File: src/source/conv_pkg.sv
package conv_pkg;

// ==========================================================
// sizes
// ==========================================================
localparam int NUM_CH    = 4;
localparam int PIX_W     = 8;
localparam int WORD_W    = NUM_CH * PIX_W;
localparam int KSIZE     = 3;
localparam int TAPS      = KSIZE * KSIZE;
localparam int MAX_DIM   = 64;
localparam int DIM_W     = 7;
localparam int COL_AW    = $clog2(MAX_DIM);
localparam int CH_W      = $clog2(NUM_CH);

// arithmetic
localparam int PROD_W    = 2 * PIX_W;
localparam int ACC_W     = 32;
localparam int OUT_W     = 24;
localparam int OUT_SHIFT = 4;

// weight address map, kernels at oc*4+ic, then biases
localparam int WADDR_W   = 5;
localparam int KERNELS   = NUM_CH * NUM_CH;
localparam int KIDX_W    = $clog2(KERNELS);
localparam int BIAS_BASE = 16;

typedef logic signed [PIX_W-1:0]        pixel_t;
typedef pixel_t [NUM_CH-1:0]            word_t;
typedef pixel_t [TAPS-1:0]              kernel_t;
typedef logic signed [PROD_W-1:0]       prod_t;
typedef logic signed [ACC_W-1:0]        acc_t;
typedef logic signed [OUT_W-1:0]        out_t;

localparam acc_t SAT_MAX = acc_t'(2 ** (OUT_W - 1) - 1);
localparam acc_t SAT_MIN = acc_t'(-(2 ** (OUT_W - 1)));

endpackage

File: src/source/weight_store.sv
module weight_store import conv_pkg::*; (
        input  logic                            sclk,
        input  logic                            arst_n,
        input  logic                            weight_req,
        input  logic [WADDR_W-1:0]              weight_addr,
        input  logic [TAPS*PIX_W-1:0]           weight_data,
        output logic                            weight_ack,
        output kernel_t [KERNELS-1:0]           kernels,
        output acc_t [NUM_CH-1:0]               biases
);

logic                   wr_en;
logic                   is_kernel;
logic                   is_bias;

// write once per request, on the req rising phase
assign wr_en     = weight_req && !weight_ack;
assign is_kernel = weight_addr < WADDR_W'(KERNELS);
assign is_bias   = (weight_addr >= WADDR_W'(BIAS_BASE)) &&
                   (weight_addr < WADDR_W'(BIAS_BASE + NUM_CH));

// ==========================================================
// four-phase handshake
// ==========================================================
always_ff @(posedge sclk or negedge arst_n) begin
        if (!arst_n) begin
                weight_ack <= 1'b0;
        end else if (wr_en) begin
                weight_ack <= 1'b1;
        end else if (!weight_req && weight_ack) begin
                weight_ack <= 1'b0;
        end
end

// ==========================================================
// register file
// ==========================================================
always_ff @(posedge sclk) begin
        if (wr_en && is_kernel) begin
                kernels[weight_addr[KIDX_W-1:0]] <= kernel_t'(weight_data);
        end
end

// bias takes the low word of the data bus
always_ff @(posedge sclk) begin
        if (wr_en && is_bias) begin
                biases[weight_addr[CH_W-1:0]] <= weight_data[ACC_W-1:0];
        end
end

endmodule

File: config.mk
export PLATFORM = sky130hd
export DESIGN_NAME = weight_store
export DESIGN_NICKNAME = d
export VERILOG_FILES = /design/src/source/conv_pkg.sv /design/src/source/weight_store.sv
export SDC_FILE = /design/constraint.sdc
export NUM_CORES = 1
export LEC_CHECK = 0
export BUFFER_PORTS_ARGS = -buffer_cell sky130_fd_sc_hd__buf_2
export CELL_PAD_IN_SITES_DETAIL_PLACEMENT = 0
export CELL_PAD_IN_SITES_GLOBAL_PLACEMENT = 2
export CORE_AREA = 2 2 529 531
export CTS_CLUSTER_DIAMETER = 50
export CTS_CLUSTER_SIZE = 8
export DETAILED_ROUTE_END_ITERATION = 12
export DIE_AREA = 0 0 531 533
export HOLD_SLACK_MARGIN = 0.15
export PLACE_DENSITY = 0.48
export SLEW_MARGIN = 10
export SYNTH_ARGS = -nofsm -noshare
export SYNTH_HDL_FRONTEND = slang
export SYNTH_SLANG_ARGS = --single-unit
File: constraint.sdc
create_clock -name sclk -period 8.9 [get_ports sclk]
set_input_delay 2.67 -clock sclk [delete_from_list [all_inputs] [get_ports sclk]]
set_output_delay 2.67 -clock sclk [all_outputs]
set_load 0.02 [all_outputs]
==> flow_metrics.py, run 1 <==
metrics = {
    "detailed_routing": {
        "met2_length_um": 73200,
        "drtPass1Iterations": 5,
        "top_layer": "met4",
        "drc": 0,
        "vias": 20700,
        "wl_per_cell_um": 23.3,
        "wl_met3_um": 19700,
        "finalWirelength_um": 157000,
        "drt_iter0_markers": 1571,
        "ant_nets": 0,
        "wl_met1_um": 58900,
        "viasPerCell": 3.08,
    },
    "timing": {
        "worst_pin_slew_ns": 1.03,
        "max_freq_mhz": 210,
        "fin_crit_ns": 4.76,
        "setup_viol": 0,
        "slew_headroom": 0.315,
        "rsz0062_at_grt": "no",
        "hold_viol_final": 0,
        "whs_ns": 0.523,
        "finClkSkew_ns": 0.0398,
        "fin_crit_sh": 0.535,
        "slew_viol_final": 0,
        "setup_tns_ns": 0,
    },
    "worst_setup_path": {
        "cp-end-kind": "flop",
        "crit_top_cell": "buf_4",
        "critPathArrivalTime_ns": 5.20,
        "cp_max_fo": 37,
        "crit_path_start_kind": "input port",
        "cp.required_ns": 9.34,
        "r2r_slack_ns": 5.66,
        "cp_slowest_stage_delay_ns": 0.74,
        "crit_slowest_cell": "buf_4",
        "crit_type": "in -> reg",
        "path_buf_inv": 3,
        "path_cells": "buf_2, ha_1, or4b_4, nor2_4, buf_4, buf_4",
        "cpLargestDelayFamily": "buffers and inverters",
    },
    "power_and_ir_drop": {
        "ir_worst_vdd_mv": 0.172,
        "switching_share": 0.212,
        "intPower_mw": 11.0,
        "p_total_mw": 13.9,
        "p_per_area_mw_per_mm2": 248,
        "p_clk_frac": 0.492,
        "seqPwrFrac": 0.483,
        "pwr-share-comb": 0.025,
        "p_sw_mw": 2.96,
        "power_leakage_nw": 19.9,
    },
    "layout": {
        "nNetsFinal": 2991,
        "drive_gt1_frac": 0.555,
        "nFillCells": 29500,
        "fin_cells": 6713,
        "area_growth_pct": 45.6,
    },
    "status": {
        "status": "complete, no violations",
    },
    "synth": {
        "synth_top_area_share": 0.995,
        "syn_inst": 1312,
        "yosys-top-cells-area": "edfxtp_1, nor2_1, nand4bb_1",
        "syn-num-nets": 1393,
        "synth_cell_type_count": 13,
        "seq_area_frac_synth": 0.995,
        "yosys_warnings": 0,
        "yosysTopAreaCell": "edfxtp_1",
        "syn_area_sq_mm": 0.0386,
        "synth.ff_latch_count": 1281,
        "avgSynthCellArea_sq_um": 29.5,
    },
    "global_route": {
        "grt_pass1_wl_um": 201000,
        "grt_max_degree": 52,
        "grtUsageTotal": 0.105,
        "antenna_found_initial": 31,
        "overflow": 0,
        "grt_pass1_vias": 21100,
    },
    "place": {
        "globalplace.congestion": 0.750,
        "dp_cells": 6432,
        "place_hpwl_um": 109000,
        "portBuffers": 1360,
    },
    "floorplanning": {
        "io_pins": 1361,
        "die_h_um": 533,
        "die_area_sq_mm": 0.283,
        "core_area_sq_mm": 0.278,
        "placementRows": 194,
        "die_x_um": 531,
        "initial_core_util": 0.139,
    },
    "clock_network": {
        "clkTransAtPathRegs_ns": 0.05,
        "cts_buffers": 200,
        "clockBufferDepth": 4,
        "cts_max_level": 4,
        "clk_latency_ns": 0.82,
        "postCtsSetupBuffers": 0,
        "hold_buffers": 0,
        "root_buffer": "clkbuf_16",
        "clkSinkCount": 1281,
        "tritoncts": "yes",
        "postCtsResizedCells": 0,
    },
    "flow_run": {
        "maxCapViolCount": 0,
    },
    "worst_hold_path": {
        "holdCritPathClass": "reg -> reg",
    },
}
## routing by layer
layer / vias up / track usage
li1: 8575 / -
met1: 10600 / 0.118
met2: 1298 / 0.171
met3: 222 / 0.0495
met4: 0 / 0.0372
met5: - / 0
## placed cells by master, fill, tap and decap left out
master	n
clkbuf_1	25
clkinv_16	4
dfrtp_1	1
nor2_4	15
inv_16	4
buf_12	2
buf_4	34
nand2b_1	2
clkinv_4	8
nand4b_1	1
buf_2	1360
mux2_1	1
nor3_2	4
inv_6	2
clkinv_1	10
nor3_4	1
inv_1	1
clkinv_2	7
clkbuf_16	202
clkinvlp_4	2
nand4bb_1	3
edfxtp_1	1280
diode_2	12
nand2_1	1
or4b_4	1
bufinv_16	5
ha_1	1
## power by group through the flow
stage | clock network [mW] | logic, mW | registers [mW]
floorplan | 0 | 0.0306 | 6.91
global route | 7.28 | 0.373 | 6.73
detailed placement | 0 | 0.364 | 6.84
CTS | 7.06 | 0.364 | 6.73
finish | 6.85 | 0.347 | 6.73
global placement | 0 | 0.363 | 6.84
## registers in the layout (all words and copies together), names as in the netlist
signal / count
kernels: 1152
biases: 128
weight_ack: 1
## cells by family after synthesis
family / Yosys count / synth area share
DFF: 1281 / 0.995
and+or+nand+nor: 28 / 0.00411
muxes: 1 / 0.000291
buffers and inverters: 1 / 0.0000970
adders and majority gates: 1 / 0.000324
## layout make-up
type	count	area, sq um	area share
clock inverter	42	526	0.00934
tap	3724	4660	0.0828
timing repair buffer	1396	7100	0.126
multi-input combinational	30	322	0.00572
antenna	12	30.0	0.000534
sequential	1281	38500	0.684
clock buffer	227	5150	0.0915
inverter	1	3.75	0.0000667
## synth_stat cells
cell          n
inv_1         1
nand2b_1      2
edfxtp_1   1280
nor3_1        4
mux2_1        1
dfrtp_1       1
nand4bb_1     3
or4b_4        1
nor2_1       15
nand2_1       1
ha_1          1
nor3_2        1
nand4b_1      1
## metrics by stage
stage	utilization	area [sq um]	worst slack, ns
2_1_floorplan	-	38600	0.347
3_3_place_gp	0.182	50500	3.22
3_5_place_dp	0.182	50500	3.17
4_1_cts	0.202	56200	4.10
5_1_grt	0.202	56200	4.06
6_report	0.202	56300	4.14
## final timing paths
kind,start,end,cells past startpoint
max,weight_req,kernels[267],6
min,weight_ack,weight_ack,1
max reg2reg,weight_ack,kernels[267],6
min reg2reg,weight_ack,weight_ack,1
max in group asynchronous,arst_n,weight_ack,1
min in group asynchronous,arst_n,weight_ack,1
No activity file was read; power rests on OpenSTA's default activity.
==> inputs of run 2 (changes only) <==
CORE_AREA = 2 2 537 539   (was 2 2 529 531)
DIE_AREA = 0 0 539 541   (was 0 0 531 533)
PLACE_DENSITY = 0.49   (was 0.48)
clock period = 4 ns   (was 8.9 ns; I/O delays follow)
==> run 2 against run 1 <==
Core utilization decreased by 0.37 points. Flip-flop and latch count unchanged. Wire length rose by 2.0%. Clock skew is 0.018 ns higher. Global-route usage is 0.067 points lower. Critical path type is now reg -> out. Total power is 120% higher. Hold slack lost 0.011 ns. Largest power group unchanged.
==> flow_metrics.py, run 2 (same netlist as run 1, synthesis figures left out) <==
metrics = {
    "status": {
        "status": "complete, no violations",
    },
    "worst_setup_path": {
        "path_buf_inv": 1,
        "path_cells": "buf_2",
        "crit_slowest_cell": "edfxtp_1",
        "cp.required_ns": 2.80,
        "crit_type": "reg -> out",
        "rr_worst_depth": 5,
        "cp_slowest_stage_delay_ns": 0.59,
        "crit_path_start_kind": "flop",
        "cp_max_fo": 1,
        "cp-end-kind": "output port",
        "critPathArrivalTime_ns": 1.68,
        "path_depth": 1,
        "cpLargestDelayFamily": "flip-flops",
    },
    "floorplanning": {
        "die_h_um": 541,
        "initial_core_util": 0.135,
        "die_area_sq_mm": 0.292,
        "core_area_sq_mm": 0.286,
        "die_x_um": 539,
        "placementRows": 197,
        "io_pins": 1361,
    },
    "global_route": {
        "grt_pass1_wl_um": 206000,
        "antenna_found_initial": 31,
        "grt_use_met2": 0.165,
        "grt_max_degree": 73,
        "grt_util_met3": 0.0555,
        "grt_util_met1": 0.118,
        "grt.busiest_layer": "met2",
        "grt_pass1_vias": 21500,
        "grtUsageTotal": 0.104,
        "overflow": 0,
    },
    "worst_hold_path": {
        "holdPathStages": 1,
        "holdCritPathClass": "reg -> reg",
    },
    "clock_network": {
        "tritoncts": "yes",
        "cts_max_level": 4,
        "cts_buffers": 202,
        "clkTransAtPathRegs_ns": 0.05,
        "clockBufferDepth": 4,
        "clkSinkCount": 1281,
        "clk_latency_ns": 0.81,
        "root_buffer": "clkbuf_16",
        "postCtsSetupBuffers": 0,
    },
    "power_and_ir_drop": {
        "seqPwrFrac": 0.478,
        "p_total_mw": 31.3,
        "intPower_mw": 24.6,
        "p_clk_frac": 0.495,
        "switching_share": 0.215,
        "p_per_area_mw_per_mm2": 550,
        "ir_worst_vdd_mv": 0.371,
        "p_sw_mw": 6.73,
        "power_leakage_nw": 20.1,
        "pwr-share-comb": 0.026,
    },
    "detailed_routing": {
        "viasPerCell": 3.09,
        "vias": 20900,
        "drtPass1Iterations": 6,
        "drc": 0,
        "wl_per_cell_um": 23.6,
        "finalWirelength_um": 160000,
        "ant_nets": 0,
        "drt_iter0_markers": 1756,
    },
    "place": {
        "portBuffers": 1360,
        "place_hpwl_um": 112000,
        "placed_area_sq_mm": 0.0511,
        "globalplace.congestion": 0.747,
    },
    "timing": {
        "slew_headroom": 0.259,
        "finClkSkew_ns": 0.0581,
        "fin_crit_ns": 2.88,
        "fin_crit_sh": 0.719,
        "worst_pin_slew_ns": 1.11,
        "hold_viol_final": 0,
        "rsz0062_at_grt": "no",
        "slew_viol_final": 0,
        "setup_tns_ns": 0,
        "setup_viol": 0,
        "max_freq_mhz": 348,
    },
    "flow_run": {
        "maxCapViolCount": 0,
    },
    "layout": {
        "nFillCells": 30500,
        "largest_reg_flops": 1152,
        "mostFrequentLayoutCell": "buf_2",
        "area_growth_pct": 47.3,
        "final_cell_mix": "buf_2, edfxtp_1, clkbuf_16",
        "drive_gt1_frac": 0.559,
        "nNetsFinal": 3004,
        "final_cell_area_sq_mm": 0.0569,
    },
}
run 2: area by class of cell:
type,instances,area [sq um],share of cell area
clock buffer,220,5120,0.0900
antenna,9,22.5,0.000396
timing repair buffer,1407,7540,0.132
clock inverter,47,692,0.0122
inverter,1,3.75,0.0000659
tap,3781,4730,0.0831
multi-input combinational,30,353,0.00620
sequential,1281,38500,0.676
run 2: metal layers:
layer  up-vias  part of all wire
met4         0             0.031
li1       8601                 -
met1     10600              0.38
met5         -                 0
met3       237              0.13
met2      1457              0.46
run 2: power by group through the flow:
stage	Sequential (mW)	Combinational (mW)	Clock (mW)
after CTS	15.0	0.852	16.0
after floorplan	15.4	0.0758	0
final	15.0	0.823	15.5
after global placement	15.2	0.847	0
after global routing	15.0	0.873	16.5
after detailed placement	15.2	0.849	0
run 2: path summary, 6_finish.rpt:
check | from | slack [ns] | to
worst max-delay path | kernels[919] | 1.12 | kernels[919]
worst min-delay path | weight_ack | 0.51 | weight_ack
worst max register to register | weight_ack | 1.44 | kernels[812]
worst min register to register | weight_ack | 0.51 | weight_ack
max in group asynchronous | arst_n | 3.04 | weight_ack
min in group asynchronous | arst_n | 0.80 | weight_ack
run 2: metrics by stage:
step | hold WS [ns] | setup slack (ns) | cells | util
2_1_floorplan | 0.634 | -1.07 | 1312 | -
3_3_place_gp | 0.518 | 0.540 | 6499 | 0.178
3_5_place_dp | 0.510 | 0.519 | 6499 | 0.178
4_1_cts | 0.520 | 0.975 | 6767 | 0.199
5_1_grt | 0.549 | 1.04 | 6770 | 0.199
6_report | 0.512 | 1.12 | 6776 | 0.199
run 2: what timing repair did:
action,4_1_cts,5_1_grt
resized for setup,0,0
hold buffers,1,0
endpoints found under the hold margin,1,0
==> inputs of run 3 (changes only) <==
clock period = 2.45 ns   (was 4 ns; I/O delays follow)
==> run 3 against run 2 <==
Combinational power up 66%. Worst setup slack worse by 1.0 ns. Total power up 65%. Clock skew down 0.015 ns. Wire length down 0.37%. Critical path depth unchanged. Core utilization up 0.26 points. Via count up 0.25%. Sequential power up 63%. Non-clock buffer count up 47. Critical endpoint is now kernels[873]. Largest power group unchanged.
==> flow_metrics.py, run 3 (same netlist as run 1, synthesis figures left out) <==
metrics = {
    "status": {
        "status": "complete, no violations",
    },
    "global_route": {
        "overflow": 0,
        "grtUsageTotal": 0.104,
        "grt_pass1_vias": 21800,
        "grt_max_degree": 42,
        "grt_pass1_wl_um": 207000,
        "antenna_found_initial": 28,
    },
    "clock_network": {
        "root_buffer": "clkbuf_16",
        "postCtsSetupBuffers": 0,
        "clk_latency_ns": 0.84,
        "tritoncts": "yes",
        "clkTransAtPathRegs_ns": 0.05,
        "cts_max_level": 4,
        "clockBufferDepth": 4,
        "cts_buffers": 206,
        "clkSinkCount": 1281,
    },
    "floorplanning": {
        "core_area_sq_mm": 0.286,
        "die_h_um": 541,
        "placementRows": 197,
        "die_area_sq_mm": 0.292,
        "die_x_um": 539,
        "io_pins": 1361,
        "initial_core_util": 0.135,
    },
    "worst_setup_path": {
        "cp-startpoint": "kernels[873]",
        "cpLargestDelayFamily": "flip-flops",
        "cp.required_ns": 1.71,
        "r2r-start": "weight_ack",
        "cp_slowest_stage_delay_ns": 0.59,
        "critPathArrivalTime_ns": 1.63,
        "critPathCapture": "kernels[873]",
        "path_cells": "buf_6",
        "r2r_slack_ns": 0.22,
        "rr_endpoint": "kernels[280]",
        "rr_worst_depth": 6,
        "crit_path_start_kind": "flop",
        "cp-end-kind": "output port",
        "crit_type": "reg -> out",
        "crit_slowest_cell": "edfxtp_1",
        "path_depth": 1,
        "path_buf_inv": 1,
        "cp_max_fo": 1,
    },
    "detailed_routing": {
        "met2_length_um": 74500,
        "top_layer": "met5",
        "ant_nets": 0,
        "wl_met1_um": 61300,
        "viasPerCell": 3.07,
        "wl_met3_um": 19300,
        "wl_per_cell_um": 23.3,
        "drc": 0,
        "finalWirelength_um": 159000,
        "drtPass1Iterations": 7,
        "drt_iter0_markers": 1830,
        "vias": 21000,
    },
    "power_and_ir_drop": {
        "ir_worst_vdd_mv": 0.534,
        "power_leakage_nw": 20.5,
        "p_total_mw": 51.8,
        "p_per_area_mw_per_mm2": 898,
    },
    "layout": {
        "area_growth_pct": 49.2,
        "fin_cells": 6842,
        "largest_reg_flops": 1152,
        "final_cell_area_sq_mm": 0.0577,
        "mostFrequentLayoutCell": "buf_2",
        "drive_gt1_frac": 0.567,
        "nNetsFinal": 3055,
        "final_cell_mix": "buf_2, edfxtp_1, clkbuf_16",
        "final_util": 0.201,
    },
    "place": {
        "dp_cells": 6546,
        "globalplace.congestion": 0.729,
        "place_hpwl_um": 113000,
        "portBuffers": 1360,
        "placed_area_sq_mm": 0.0516,
    },
    "timing": {
        "slew_viol_final": 0,
        "setup_viol": 0,
        "finClkSkew_ns": 0.0434,
        "fin_crit_ns": 2.37,
        "rsz0062_at_grt": "yes",
        "worst_pin_slew_ns": 0.996,
        "whs_ns": 0.301,
        "hold_viol_final": 0,
        "fin_crit_sh": 0.967,
        "max_freq_mhz": 422,
        "slew_headroom": 0.336,
    },
    "worst_hold_path": {
        "holdCritPathClass": "in -> async",
    },
    "flow_run": {
        "maxCapViolCount": 0,
    },
}
==> run 3: changes by cell type in the layout (fill, tap and decap cells not counted), moves of 3 or more <==
cell,delta
diode_2,+3
buf_4,+33
buf_12,+14
clkinv_4,+3
clkinv_1,+4
clkinv_2,+5
clkbuf_16,+6
inv_6,-4
==> run 3: area by class of cell <==
type                       count  area, sq um
antenna                       12         30.0
clock buffer                 227         5280
clock inverter                56          726
fill                       30500       229000
inverter                       1         3.75
multi-input combinational     30          359
sequential                  1281        38500
tap                         3781         4730
timing repair buffer        1454         8070
==> run 3: what timing repair did <==
action | 4_1_cts | 5_1_grt
hold buffers | 1 | 0
endpoints found under the setup margin | 1 | 1
resized for setup | 2 | 0
hold endpoints to repair | 1 | 0
==> run 3: how the worst min path moves through the flow <==
stage | startpoint | end | slack [ns] | cells past startpoint
CTS | arst_n | weight_ack | 0.23 | 2
global route | arst_n | weight_ack | 0.26 | 2
floorplan | arst_n | weight_ack | 0.44 | 0
global placement | weight_ack | weight_ack | 0.51 | 1
detailed placement | weight_ack | weight_ack | 0.52 | 1
finish | arst_n | weight_ack | 0.30 | 2
==> run 3: power breakdown <==
part	internal [mW]	leakage, nW	switching [mW]
combinational	0.251	6.05	1.12
clock	16.0	2.90	9.91
sequential	24.4	11.5	0.0487
total	40.7	20.5	11.1
==> run 3: through the flow <==
step	setup slack [ns]	TNS, ns
4_1_cts	-0.0461	-0.0461
3_5_place_dp	-0.144	-24.53
2_1_floorplan	-1.16	-648.02
3_3_place_gp	-0.127	-24.84
6_report	0.0805	0
5_1_grt	-0.00634	-0.00634
==> run 3: routing by layer <==
metal,vias up,track usage
li1,8709,-
met1,10700,0.118
met2,1371,0.171
met3,215,0.0529
met4,2,0.0304
met5,-,0
