## config.mk

```make
export PLATFORM = sky130hd
export DESIGN_NAME = window_3x3_flat
export DESIGN_NICKNAME = d
export VERILOG_FILES = /design/src/source/conv_pkg.sv /design/src/source/conv_ifs.sv /design/src/source/window_3x3.sv /design/src/flat_wrapper.sv
export SDC_FILE = /design/constraint.sdc
export NUM_CORES = 1
export LEC_CHECK = 0
export ABC_AREA = 1
export BUFFER_PORTS_ARGS = -buffer_cell sky130_fd_sc_hd__buf_4
export CORE_ASPECT_RATIO = 0.75
export CORE_MARGIN = 2
export CORE_UTILIZATION = 40
export DETAILED_ROUTE_END_ITERATION = 7
export HOLD_SLACK_MARGIN = 0.15
export PLACE_DENSITY = 0.74
export SLEW_MARGIN = 40
export SYNTH_ARGS = -nofsm -noshare
export SYNTH_HDL_FRONTEND = slang
export SYNTH_SLANG_ARGS = --single-unit
```

## constraint.sdc

```tcl
create_clock -name sclk -period 0.8 [get_ports sclk]
set_input_delay 0.16 -clock sclk [delete_from_list [all_inputs] [get_ports sclk]]
set_output_delay 0.16 -clock sclk [all_outputs]
set_load 0.05 [all_outputs]
```

## src/source/conv_pkg.sv

```systemverilog
package conv_pkg;

// ==========================================================
// sizes
// ==========================================================
localparam int NUM_CH    = 4;
localparam int PIX_W     = 8;
localparam int WORD_W    = NUM_CH * PIX_W;
localparam int KSIZE     = 3;
localparam int TAPS      = KSIZE * KSIZE;
localparam int MAX_DIM   = 64;
localparam int DIM_W     = 7;
localparam int COL_AW    = $clog2(MAX_DIM);
localparam int CH_W      = $clog2(NUM_CH);

// arithmetic
localparam int PROD_W    = 2 * PIX_W;
localparam int ACC_W     = 32;
localparam int OUT_W     = 24;
localparam int OUT_SHIFT = 4;

// weight address map, kernels at oc*4+ic, then biases
localparam int WADDR_W   = 5;
localparam int KERNELS   = NUM_CH * NUM_CH;
localparam int KIDX_W    = $clog2(KERNELS);
localparam int BIAS_BASE = 16;

typedef logic signed [PIX_W-1:0]        pixel_t;
typedef pixel_t [NUM_CH-1:0]            word_t;
typedef pixel_t [TAPS-1:0]              kernel_t;
typedef logic signed [PROD_W-1:0]       prod_t;
typedef logic signed [ACC_W-1:0]        acc_t;
typedef logic signed [OUT_W-1:0]        out_t;

localparam acc_t SAT_MAX = acc_t'(2 ** (OUT_W - 1) - 1);
localparam acc_t SAT_MIN = acc_t'(-(2 ** (OUT_W - 1)));

endpackage

```

## src/source/conv_ifs.sv

```systemverilog
// three-row column of one padded position
interface line_if import conv_pkg::*; ();

        word_t                  top;
        word_t                  mid;
        word_t                  bot;
        logic [DIM_W-1:0]       col;
        logic [DIM_W-1:0]       row;
        logic                   vld;

        modport source (
                output top, mid, bot, col, row, vld
        );

        modport sink (
                input  top, mid, bot, col, row, vld
        );

endinterface

// one 3x3 window per input channel
interface window_if import conv_pkg::*; ();

        kernel_t [NUM_CH-1:0]   win;
        logic                   vld;
        logic                   last;

        modport source (
                output win, vld, last
        );

        modport sink (
                input  win, vld, last
        );

endinterface

```

## src/source/window_3x3.sv

```systemverilog
module window_3x3 import conv_pkg::*; (
        input  logic                    sclk,
        input  logic                    arst_n,
        input  logic [DIM_W-1:0]        rows,
        input  logic [DIM_W-1:0]        cols,
        line_if.sink                    line,
        window_if.source                win
);

// index 0 is the left, oldest column
word_t [KSIZE-1:0]      win_top;
word_t [KSIZE-1:0]      win_mid;
word_t [KSIZE-1:0]      win_bot;
kernel_t [NUM_CH-1:0]   win_data;

logic                   centre_ok;
logic                   at_last;

// window centre must be an interior pixel
assign centre_ok = (line.row >= DIM_W'(2)) && (line.col >= DIM_W'(2));
assign at_last   = (line.row == rows + DIM_W'(1)) && (line.col == cols + DIM_W'(1));

always_ff @(posedge sclk) begin
        if (line.vld) begin
                win_top <= {line.top, win_top[KSIZE-1:1]};
                win_mid <= {line.mid, win_mid[KSIZE-1:1]};
                win_bot <= {line.bot, win_bot[KSIZE-1:1]};
        end
end

always_ff @(posedge sclk or negedge arst_n) begin
        if (!arst_n) begin
                win.vld  <= 1'b0;
                win.last <= 1'b0;
        end else begin
                win.vld  <= line.vld && centre_ok;
                win.last <= line.vld && at_last;
        end
end

// raster order taps, top-left first
always_comb begin
        for (int ch = 0; ch < NUM_CH; ch++) begin
                for (int c = 0; c < KSIZE; c++) begin
                        win_data[ch][c]           = win_top[c][ch];
                        win_data[ch][KSIZE + c]   = win_mid[c][ch];
                        win_data[ch][2*KSIZE + c] = win_bot[c][ch];
                end
        end
end

assign win.win = win_data;

endmodule

```

## src/flat_wrapper.sv

```systemverilog
// flat-port wrapper written by rule: the top's interface ports become plain ports
module window_3x3_flat import conv_pkg::*;
  (sclk, arst_n, rows, cols, line_top, line_mid, line_bot, line_col, line_row, line_vld, win_win, win_vld, win_last);
  line_if line_i ();
  window_if win_i ();
  input  logic sclk;
  input  logic arst_n;
  input  logic [DIM_W-1:0] rows;
  input  logic [DIM_W-1:0] cols;
  input wire logic [$bits(line_i.top)-1:0] line_top;
  input wire logic [$bits(line_i.mid)-1:0] line_mid;
  input wire logic [$bits(line_i.bot)-1:0] line_bot;
  input wire logic [$bits(line_i.col)-1:0] line_col;
  input wire logic [$bits(line_i.row)-1:0] line_row;
  input wire logic [$bits(line_i.vld)-1:0] line_vld;
  output wire logic [$bits(win_i.win)-1:0] win_win;
  output wire logic [$bits(win_i.vld)-1:0] win_vld;
  output wire logic [$bits(win_i.last)-1:0] win_last;
  assign line_i.top = line_top;
  assign line_i.mid = line_mid;
  assign line_i.bot = line_bot;
  assign line_i.col = line_col;
  assign line_i.row = line_row;
  assign line_i.vld = line_vld;
  assign win_win = win_i.win;
  assign win_vld = win_i.vld;
  assign win_last = win_i.last;
  window_3x3 u_core (.sclk(sclk), .arst_n(arst_n), .rows(rows), .cols(cols), .line(line_i), .win(win_i));
endmodule
```

==> results of run 1 <==
## final timing paths
| kind | cells past startpoint | slack (ns) | end |
|---|---|---|---|
| worst max register to register | 1 | -0.09 | u_core.win.win[129]$_DFFE_PP_ |
| worst min register to register | 0 | 0.47 | u_core.win.win[153]$_DFFE_PP_ |
| min in group asynchronous | 3 | 0.51 | u_core.win.last$_DFF_PN0_ |
| max in group asynchronous | 3 | 0.15 | u_core.win.vld$_DFF_PN0_ |
| worst min-delay path | 3 | -0.04 | u_core.win.vld$_DFF_PN0_ |
| worst max-delay path | 1 | -0.55 | win_win[112] |
## per-stage QoR
stage	std cells	utilization	setup slack, ns
floorplan	432	-	-0.129
global placement	1189	0.577	-0.299
detailed placement	1189	0.577	-0.321
CTS	1399	0.724	-0.555
global route	1433	0.740	-0.592
finish	1433	0.740	-0.554
## power groups by stage
stage               Combinational [W]  Clock [W]  Sequential, W
floorplan                    0.000219          0         0.0223
global placement              0.00650          0         0.0187
detailed placement            0.00655          0         0.0188
CTS                           0.00789     0.0124         0.0187
global route                  0.00847     0.0132         0.0188
finish                        0.00823     0.0124         0.0188
## state kept, by name (all words and copies together), names as in the netlist
signal and cells:
u_core.win.win 288, u_core.win.last 1, u_core.win.vld 1
## placed cells by master (no fill, tap or decap), drive strengths merged
cell	n
inv	33
ha	2
o21ai	1
dlygate4sd3	99
nand3	14
buf	552
nand4	2
clkinvlp	1
clkbuf	37
dfrtp	2
edfxtp	288
xnor2	3
nor2	17
clkinv	10
nor3	3
bufinv	2
nand2	65
xor2	2
## area by class of cell
cell class	count	share of cell area
flip-flops and latches	290	0.512
repair buffers	651	0.379
clock buffers	37	0.0420
multi-input cells	109	0.0303
well taps	300	0.0221
inverters	33	0.00730
clock inverters	13	0.00686
## metal layers
metal / track usage / up-vias
met3: 0.0721 / 65
met4: 0.0717 / 0
met1: 0.244 / 3229
met2: 0.404 / 344
li1: - / 2974
met5: 0 / -
## cell usage after synthesis (all sizes together)
master and n:
nor3 3, dfrtp 2, clkinv 1, nand3 14
nand4 2, inv 32, nand2 65, xnor2 3
nor2 17, o21ai 1, xor2 2, ha 2
edfxtp 288
## repair_timing
item / 4_1_cts / 5_1_grt
hold buffers: 102 / 1
gates resized for setup: 290 / 31
cloned: 0 / 0
setup endpoints to repair: 290 / 347
pin swaps: 0 / 3
hold endpoints to repair: 137 / 39
setup buffers: 58 / 69
## kinds of logic after synthesis
family,after synthesis
flip-flops,290
buffers and inverters,33
AND/OR/NAND/NOR,101
AO/OA/AOI/OAI,1
XOR/XNOR,5
adder cells (fa/ha/maj),2
==> results.json, run 1 <==
{
  "top_layer": "met4",
  "finalSetupTns_ns": -192.60,
  "synth_nets": 561,
  "num_rows": 48,
  "antenna_found_initial": 0,
  "synth-seq-cells": 290,
  "seq_area_frac_synth": 0.934,
  "drive_gt1_frac": 0.526,
  "drt_wl_total_um": 29600,
  "grt_max_degree": 46,
  "path_max_fanout": 2,
  "syn_to_final_growth_pct": 82.3,
  "fin_ws_ns": -0.554,
  "antenna_cells": 0,
  "multi_input_area_um2": 514,
  "yosysWarnings": 0,
  "wl_met3_um": 2450,
  "finalMaxSlewViolations": 0,
  "final_nets": 1241,
  "vdd_drop_max_mv": 2.18,
  "io_buffers": 416,
  "fmax_mhz": 738,
  "slowest_stage": "edfxtp_1",
  "fin_crit_sh": 1.69,
  "crit_arrival_ns": 1.19,
  "p_total_w": 0.0394,
  "synth-simple-area-share": 0.0446,
  "drtAntennaViolNets": 0,
  "hpwl_um": 17400,
  "violations": "hold timing, setup timing",
  "gp_congestion": 0.858,
  "via_per_inst": 4.61,
  "worstPathRequired_ns": 0.64,
  "wl_met2_um": 16000,
  "grt_pass1_wl_um": 40700,
  "synth_top_cell_area_share": 0.929,
  "startpoint": "u_core.win.win[112]$_DFFE_PP_",
  "drtPass1Iterations": 5,
  "p_sw_frac": 0.285,
  "yosys.area.top_type": "edfxtp_1",
  "yosysUniqueCellTypes": 15,
  "place_area_um2": 13200,
  "drt_iter0_drc": 449,
  "pwr-share-seq": 0.476,
  "die_area_um2": 24500,
  "syn_area_um2": 9310,
  "startpoint_type": "flip-flop",
  "clkTransAtPathRegs_ns": 0.06,
  "cpPeakStageDelay_ns": 0.47,
  "tightest_slew_ns": 0.483,
  "fillers": 1250,
  "grt_pass1_vias": 6857,
  "synth_top_family_by_area": "simple AND/OR/NAND/NOR gates",
  "finalCriticalPeriod_ns": 1.35,
  "grt_usage": 0.220,
  "hold_viol_final": 1,
  "status": "finished with violations",
  "start_util": 0.406,
  "synthMuxAreaShare": 0,
  "wl_met1_um": 10200,
  "wire_per_inst_um": 20.6,
  "power_switching_w": 0.0112,
  "rsz0062_at_grt": "yes",
  "cts_tree": "done",
  "fin_area_um2": 17000,
  "finalSetupViolCount": 469,
  "die_y_um": 136,
  "cp_num_buf_inv": 1,
  "clk_latency_ns": 0.52,
  "p_leak_nw": 7.18,
  "path_delay_family": "flip-flops",
  "regArea_um2": 8700,
  "path_class": "reg2out",
  "cap_viol_max_count": 0,
  "synth_compound_area_frac": 0.000537,
  "coreArea_um2": 22900,
  "avgSynthCellArea_um2": 21.6,
  "hold_path.startpoint": "line_col[2]",
  "min-delay-path-class": "in2reg",
  "overflow": 0,
  "ys_top_cells_by_area": "edfxtp_1 93%, nand2_1 2.6%, inv_1 1.2%, nand3_1 0.75%, dfrtp_1 0.54%",
  "drc": 0,
  "power_frac_comb": 0.209,
  "powerDensity_nw_per_um2": 2320,
  "vias": 6612,
  "io_pins": 417,
  "finalClockSkew_ns": 0.00949,
  "p_int_w": 0.0282,
  "relSlewSlack": 0.677,
  "h-tree-depth": 1,
  "synthAdderAreaFrac": 0.00269,
  "cts.path.max_buffers": 3,
  "cts.sinks": 290,
  "clock-root-buffer": "clkbuf_16",
  "timing.hold.ws_ns": -0.0403,
  "die_w_um": 180,
  "path_cells": "buf_6",
  "end_kind": "output port",
  "numCtsBuffers": 27,
  "clkPwrFrac": 0.315,
  "synthCells": 432,
  "r2r-start": "u_core.win.win[137]$_DFFE_PP_",
  "synthXorXnorAreaFrac": 0.00470
}
Power figures use the tool's default switching activity.
==> run 2: changes to the inputs <==
- SKIP_LAST_GASP: not set -> 1
==> run 2 against run 1 <==
Sequential share of layout area barely moved. The flow still finishes with violations (hold timing, setup timing). Flip-flop and latch count did not move. Non-clock buffer count did not move. Power barely moved. Critical path type unchanged. Clock power barely moved. Final cell count did not move. Die area did not move. Via count fell by 0.21%. Combinational power barely moved.
==> results.json, run 2 (synthesis gave the netlist of run 1 again) <==
{
  "die_area_um2": 24500,
  "cts.path.max_buffers": 3,
  "grt_usage": 0.220,
  "regMostFlops": "u_core.win.win",
  "finalSetupViolCount": 466,
  "cp_num_buf_inv": 1,
  "drt_iter0_drc": 443,
  "worstPathRequired_ns": 0.64,
  "final_nets": 1241,
  "end_kind": "output port",
  "drtPass1Iterations": 4,
  "wire_per_inst_um": 20.7,
  "powerDensity_nw_per_um2": 2320,
  "relSlewSlack": 0.674,
  "startpoint_type": "flip-flop",
  "cts_tree": "done",
  "fin_ws_ns": -0.556,
  "finalMaxSlewViolations": 0,
  "syn_to_final_growth_pct": 82.2,
  "gp_congestion": 0.858,
  "path_delay_family": "flip-flops",
  "rsz0062_at_grt": "yes",
  "hpwl_um": 17400,
  "antenna_cells": 0,
  "grt_pass1_wl_um": 40700,
  "num_rows": 48,
  "final_cell_mix": "319 x buf_6, 288 x edfxtp_1, 225 x buf_4, 99 x dlygate4sd3_1, 65 x nand2_1",
  "drive_gt1_frac": 0.526,
  "fillers": 1252,
  "tightest_slew_ns": 0.487,
  "numCtsBuffers": 27,
  "grt_max_degree": 46,
  "drtAntennaViolNets": 0,
  "fin_crit_sh": 1.69,
  "path_max_fanout": 2,
  "hold_depth": 3,
  "ff2ff_setup_slack_ns": -0.10,
  "clkTransAtPathRegs_ns": 0.06,
  "cts.sinks": 290,
  "slowest_stage": "edfxtp_1",
  "overflow": 0,
  "r2r_cells": 2,
  "fmax_mhz": 738,
  "vias": 6598,
  "min-delay-path-class": "in2reg",
  "r2r-start": "u_core.win.win[39]$_DFFE_PP_",
  "top_regs": "u_core.win.win x288, u_core.win.last x1, u_core.win.vld x1",
  "h-tree-depth": 1,
  "whs_endpoint": "u_core.win.vld$_DFF_PN0_",
  "clock-root-buffer": "clkbuf_16",
  "vdd_drop_max_mv": 2.17,
  "io_pins": 417,
  "via_per_inst": 4.60,
  "clk_latency_ns": 0.52,
  "drt_wl_total_um": 29600,
  "die_y_um": 136,
  "finalClockSkew_ns": 0.00945,
  "hold_viol_final": 1,
  "finalCriticalPeriod_ns": 1.36,
  "p_leak_nw": 7.18,
  "status": "finished with violations",
  "p_total_w": 0.0394,
  "coreArea_um2": 22900,
  "timing.hold.ws_ns": -0.0392,
  "cpPeakStageDelay_ns": 0.47,
  "path_cells": "buf_6",
  "drc": 0,
  "hold_path.startpoint": "line_col[2]",
  "violations": "hold timing, setup timing",
  "layout_commonest_cell": "buf_6",
  "io_buffers": 416,
  "die_w_um": 180,
  "crit_arrival_ns": 1.20,
  "start_util": 0.406,
  "finalSetupTns_ns": -193.35,
  "cap_viol_max_count": 0,
  "r2r-end": "u_core.win.win[31]$_DFFE_PP_",
  "largest_reg_flops": 288,
  "path_class": "reg2out",
  "antenna_found_initial": 0,
  "grt_pass1_vias": 6857
}
==> run 2: how the worst max path moves through the flow <==
stage                                             start                       endpoint  slack [ns]  depth (start not counted)
after floorplan             u_core.win.win[8]$_DFFE_PP_    u_core.win.win[0]$_DFFE_PP_       -0.13                          0
after global placement                          rows[1]      u_core.win.last$_DFF_PN0_       -0.30                         10
after detailed placement                        rows[1]      u_core.win.last$_DFF_PN0_       -0.32                         10
after CTS                 u_core.win.win[225]$_DFFE_PP_                   win_win[225]       -0.56                          1
after global routing                           line_vld  u_core.win.win[277]$_DFFE_PP_       -0.59                          4
final                     u_core.win.win[112]$_DFFE_PP_                   win_win[112]       -0.56                          1
==> run 2: final cells by class <==
| cell class | instances | area [µm²] | area share |
|---|---|---|---|
| Timing Repair Buffer | 651 | 6430 | 0.379 |
| Tap cell | 300 | 375 | 0.0221 |
| Sequential cell | 290 | 8700 | 0.513 |
| Clock buffer | 37 | 713 | 0.0420 |
| Clock inverter | 13 | 116 | 0.00686 |
| Inverter | 33 | 124 | 0.00730 |
| Multi-Input combinational cell | 109 | 514 | 0.0303 |
==> run 2: repair_timing <==
item	CTS	global route
buffers inserted	58	69
pin swaps	0	3
hold endpoints to repair	137	39
endpoints found under the setup margin	290	347
resized for setup	290	30
hold buffers	102	1
==> run 2: per-stage QoR <==
| stage | instances | setup slack, ns | utilization | area [µm²] |
|---|---|---|---|---|
| floorplan | 432 | -0.129 | - | 9340 |
| global placement | 1189 | -0.299 | 0.577 | 13200 |
| detailed placement | 1189 | -0.321 | 0.577 | 13200 |
| CTS | 1399 | -0.555 | 0.724 | 16600 |
| global route | 1433 | -0.592 | 0.740 | 17000 |
| finish | 1433 | -0.556 | 0.740 | 17000 |
==> run 2: report_power, final <==
| part | switching [W] | leakage, nW | total, W | internal (W) |
|---|---|---|---|---|
| Clock | 0.00553 | 0.403 | 0.0124 | 0.00690 |
| Sequential | 0.000761 | 2.84 | 0.0188 | 0.0180 |
| Combinational | 0.00496 | 3.93 | 0.00823 | 0.00326 |
| Total | 0.0113 | 7.18 | 0.0394 | 0.0282 |
==> run 2: metal layers <==
metal | up-vias | part of all wire | track usage
met5 | - | 0 | 0
met4 | 0 | 0.032 | 0.0717
met3 | 66 | 0.080 | 0.0721
met2 | 343 | 0.54 | 0.404
met1 | 3218 | 0.35 | 0.244
li1 | 2971 | - | -
==> run 3: changes to the inputs <==
- PLACE_DENSITY: 0.74 -> 0.76
- SKIP_CTS_REPAIR_TIMING: not set -> 1
- clock period: 0.8 -> 1.12 ns (I/O delays scaled with it)
==> run 3 against run 2 <==
Count of clock-buffer cells in the layout fell by 3. Flip-flop and latch count stayed put. Via count is 3.3% lower. Final area shrank 3.3%. Sequential share of layout area up 1.7 points. Sequential power down 29%. The run ends with setup timing left. Largest cell class unchanged. Clock power decreased by 23%. Global-route usage decreased by 5.1 points. Core utilization is 2.4 points lower. Critical path type unchanged. Critical path depth unchanged. Die area is the same.
==> results.json, run 3 (synthesis gave the netlist of run 1 again) <==
{
  "die_area_um2": 24500,
  "final-instance-count-excl-fill": 1367,
  "final_nets": 1176,
  "cp_num_buf_inv": 1,
  "cap_viol_max_count": 0,
  "critPathCapture": "win_win[209]",
  "finalMaxSlewViolations": 0,
  "via_per_inst": 4.67,
  "clk_latency_ns": 0.53,
  "syn_to_final_growth_pct": 76.2,
  "relSlewSlack": 0.532,
  "fin_crit_sh": 1.26,
  "timing.hold.ws_ns": 0.154,
  "drive_gt1_frac": 0.496,
  "place_area_um2": 13000,
  "cpPeakStageDelay_ns": 0.46,
  "fillers": 1320,
  "rsz0062_at_grt": "yes",
  "crit_arrival_ns": 1.19,
  "hold_viol_final": 0,
  "tightest_slew_ns": 0.700,
  "hpwl_um": 16900,
  "wire_per_inst_um": 20.9,
  "grt_pass1_wl_um": 31900,
  "path_delay_family": "flip-flops",
  "layout_commonest_cell": "buf_6",
  "multi_input_area_um2": 489,
  "io_pins": 417,
  "finalCriticalPeriod_ns": 1.41,
  "start_util": 0.406,
  "fin_ws_ns": -0.291,
  "dp_cells": 1166,
  "overflow": 0,
  "power_frac_comb": 0.195,
  "p_leak_nw": 6.85,
  "fmax_mhz": 709,
  "r2r-end": "u_core.win.win[102]$_DFFE_PP_",
  "status": "finished with violations",
  "path_cells": "buf_6",
  "violations": "setup timing",
  "p_int_w": 0.0206,
  "startpoint_type": "flip-flop",
  "regArea_um2": 8700,
  "fin_area_um2": 16400,
  "num_rows": 48,
  "drtAntennaViolNets": 0,
  "drt_wl_total_um": 28500,
  "coreArea_um2": 22900,
  "cp.depth": 1,
  "cts.sinks": 290,
  "startpoint": "u_core.win.win[209]$_DFFE_PP_",
  "largest_reg_flops": 288,
  "post-route-util": 0.715,
  "io_buffers": 416,
  "antenna_found_initial": 0,
  "grt_usage": 0.169,
  "vdd_drop_max_mv": 1.31,
  "clkPwrFrac": 0.336,
  "powerDensity_nw_per_um2": 1740,
  "drc": 0,
  "slowest_stage": "edfxtp_1",
  "cts_tree": "done",
  "p_sw_frac": 0.279,
  "clock-root-buffer": "clkbuf_16",
  "grt_pass1_vias": 5430,
  "worstPathRequired_ns": 0.90,
  "gp_congestion": 0.877,
  "power_switching_w": 0.00796,
  "finalClockSkew_ns": 0.0116,
  "path_max_fanout": 2,
  "final_cell_mix": "289 x buf_6, 288 x edfxtp_1, 187 x buf_4, 104 x dlygate4sd3_1, 65 x nand2_1",
  "die_w_um": 180,
  "ff2ff_setup_slack_ns": 0.26,
  "grt_max_degree": 39,
  "finalSetupViolCount": 300,
  "place_worst_setup_slack_ns": -0.126,
  "r2r-start": "u_core.win.win[110]$_DFFE_PP_",
  "antenna_cells": 0,
  "pwr-share-seq": 0.469,
  "cts.path.max_buffers": 3,
  "numCtsBuffers": 28,
  "end_kind": "output port",
  "top_regs": "u_core.win.win x288, u_core.win.last x1, u_core.win.vld x1",
  "clkTransAtPathRegs_ns": 0.07,
  "drt_iter0_drc": 371,
  "h-tree-depth": 1,
  "die_y_um": 136,
  "vias": 6378,
  "drtPass1Iterations": 5,
  "min-delay-path-class": "in2reg",
  "r2r_cells": 1,
  "path_class": "reg2out",
  "regMostFlops": "u_core.win.win"
}
==> run 3: cell count changes in the layout (fill, tap and decap cells not counted), sizes merged <==
cell / change
dlygate4sd3: +5
bufinv: +2
clkinvlp: +2
buf: -71
inv: -1
clkbuf: -3
==> run 3: final cells by class <==
type,instances,share of cell area
Clock buffer,34,0.0454
Inverter,33,0.00755
Tap cell,300,0.0229
Sequential cell,290,0.530
Clock inverter,16,0.0113
Timing Repair Buffer,585,0.353
Multi-Input combinational cell,109,0.0298
==> run 3: worst min path at each step <==
stage	slack, ns	start	depth (start not counted)	endpoint
2_1_floorplan	-0.07	arst_n	0	u_core.win.last$_DFF_PN0_
3_3_place_gp	0.01	arst_n	1	u_core.win.vld$_DFF_PN0_
3_5_place_dp	0.01	arst_n	1	u_core.win.vld$_DFF_PN0_
4_1_cts	-0.57	arst_n	1	u_core.win.vld$_DFF_PN0_
5_1_grt	0.16	line_row[5]	3	u_core.win.vld$_DFF_PN0_
6_report	0.15	line_col[0]	8	u_core.win.last$_DFF_PN0_
==> run 3: per-stage QoR <==
step | TNS (ns) | total power [W]
6_report | -64.29 | 0.0285
5_1_grt | -76.79 | 0.0293
4_1_cts | -72.00 | 0.0275
3_5_place_dp | -1.04 | 0.0180
3_3_place_gp | -0.433 | 0.0179
2_1_floorplan | 0 | 0.0161
==> run 3: power by group through the flow <==
stage / clock (W) / sequential [W] / combinational [W]
floorplan: 0 / 0.0159 / 0.000152
global placement: 0 / 0.0134 / 0.00455
detailed placement: 0 / 0.0134 / 0.00459
CTS: 0.00968 / 0.0132 / 0.00460
global route: 0.0102 / 0.0134 / 0.00571
finish: 0.00959 / 0.0134 / 0.00556
==> run 3: metal layers <==
metal | vias to the layer above | GRT usage | wire, µm
met1 | 3164 | 0.200 | 10200
met3 | 44 | 0.0659 | 2430
met4 | 0 | 0.0372 | 597
met2 | 331 | 0.295 | 15300
li1 | 2839 | - | -
met5 | - | 0 | 0
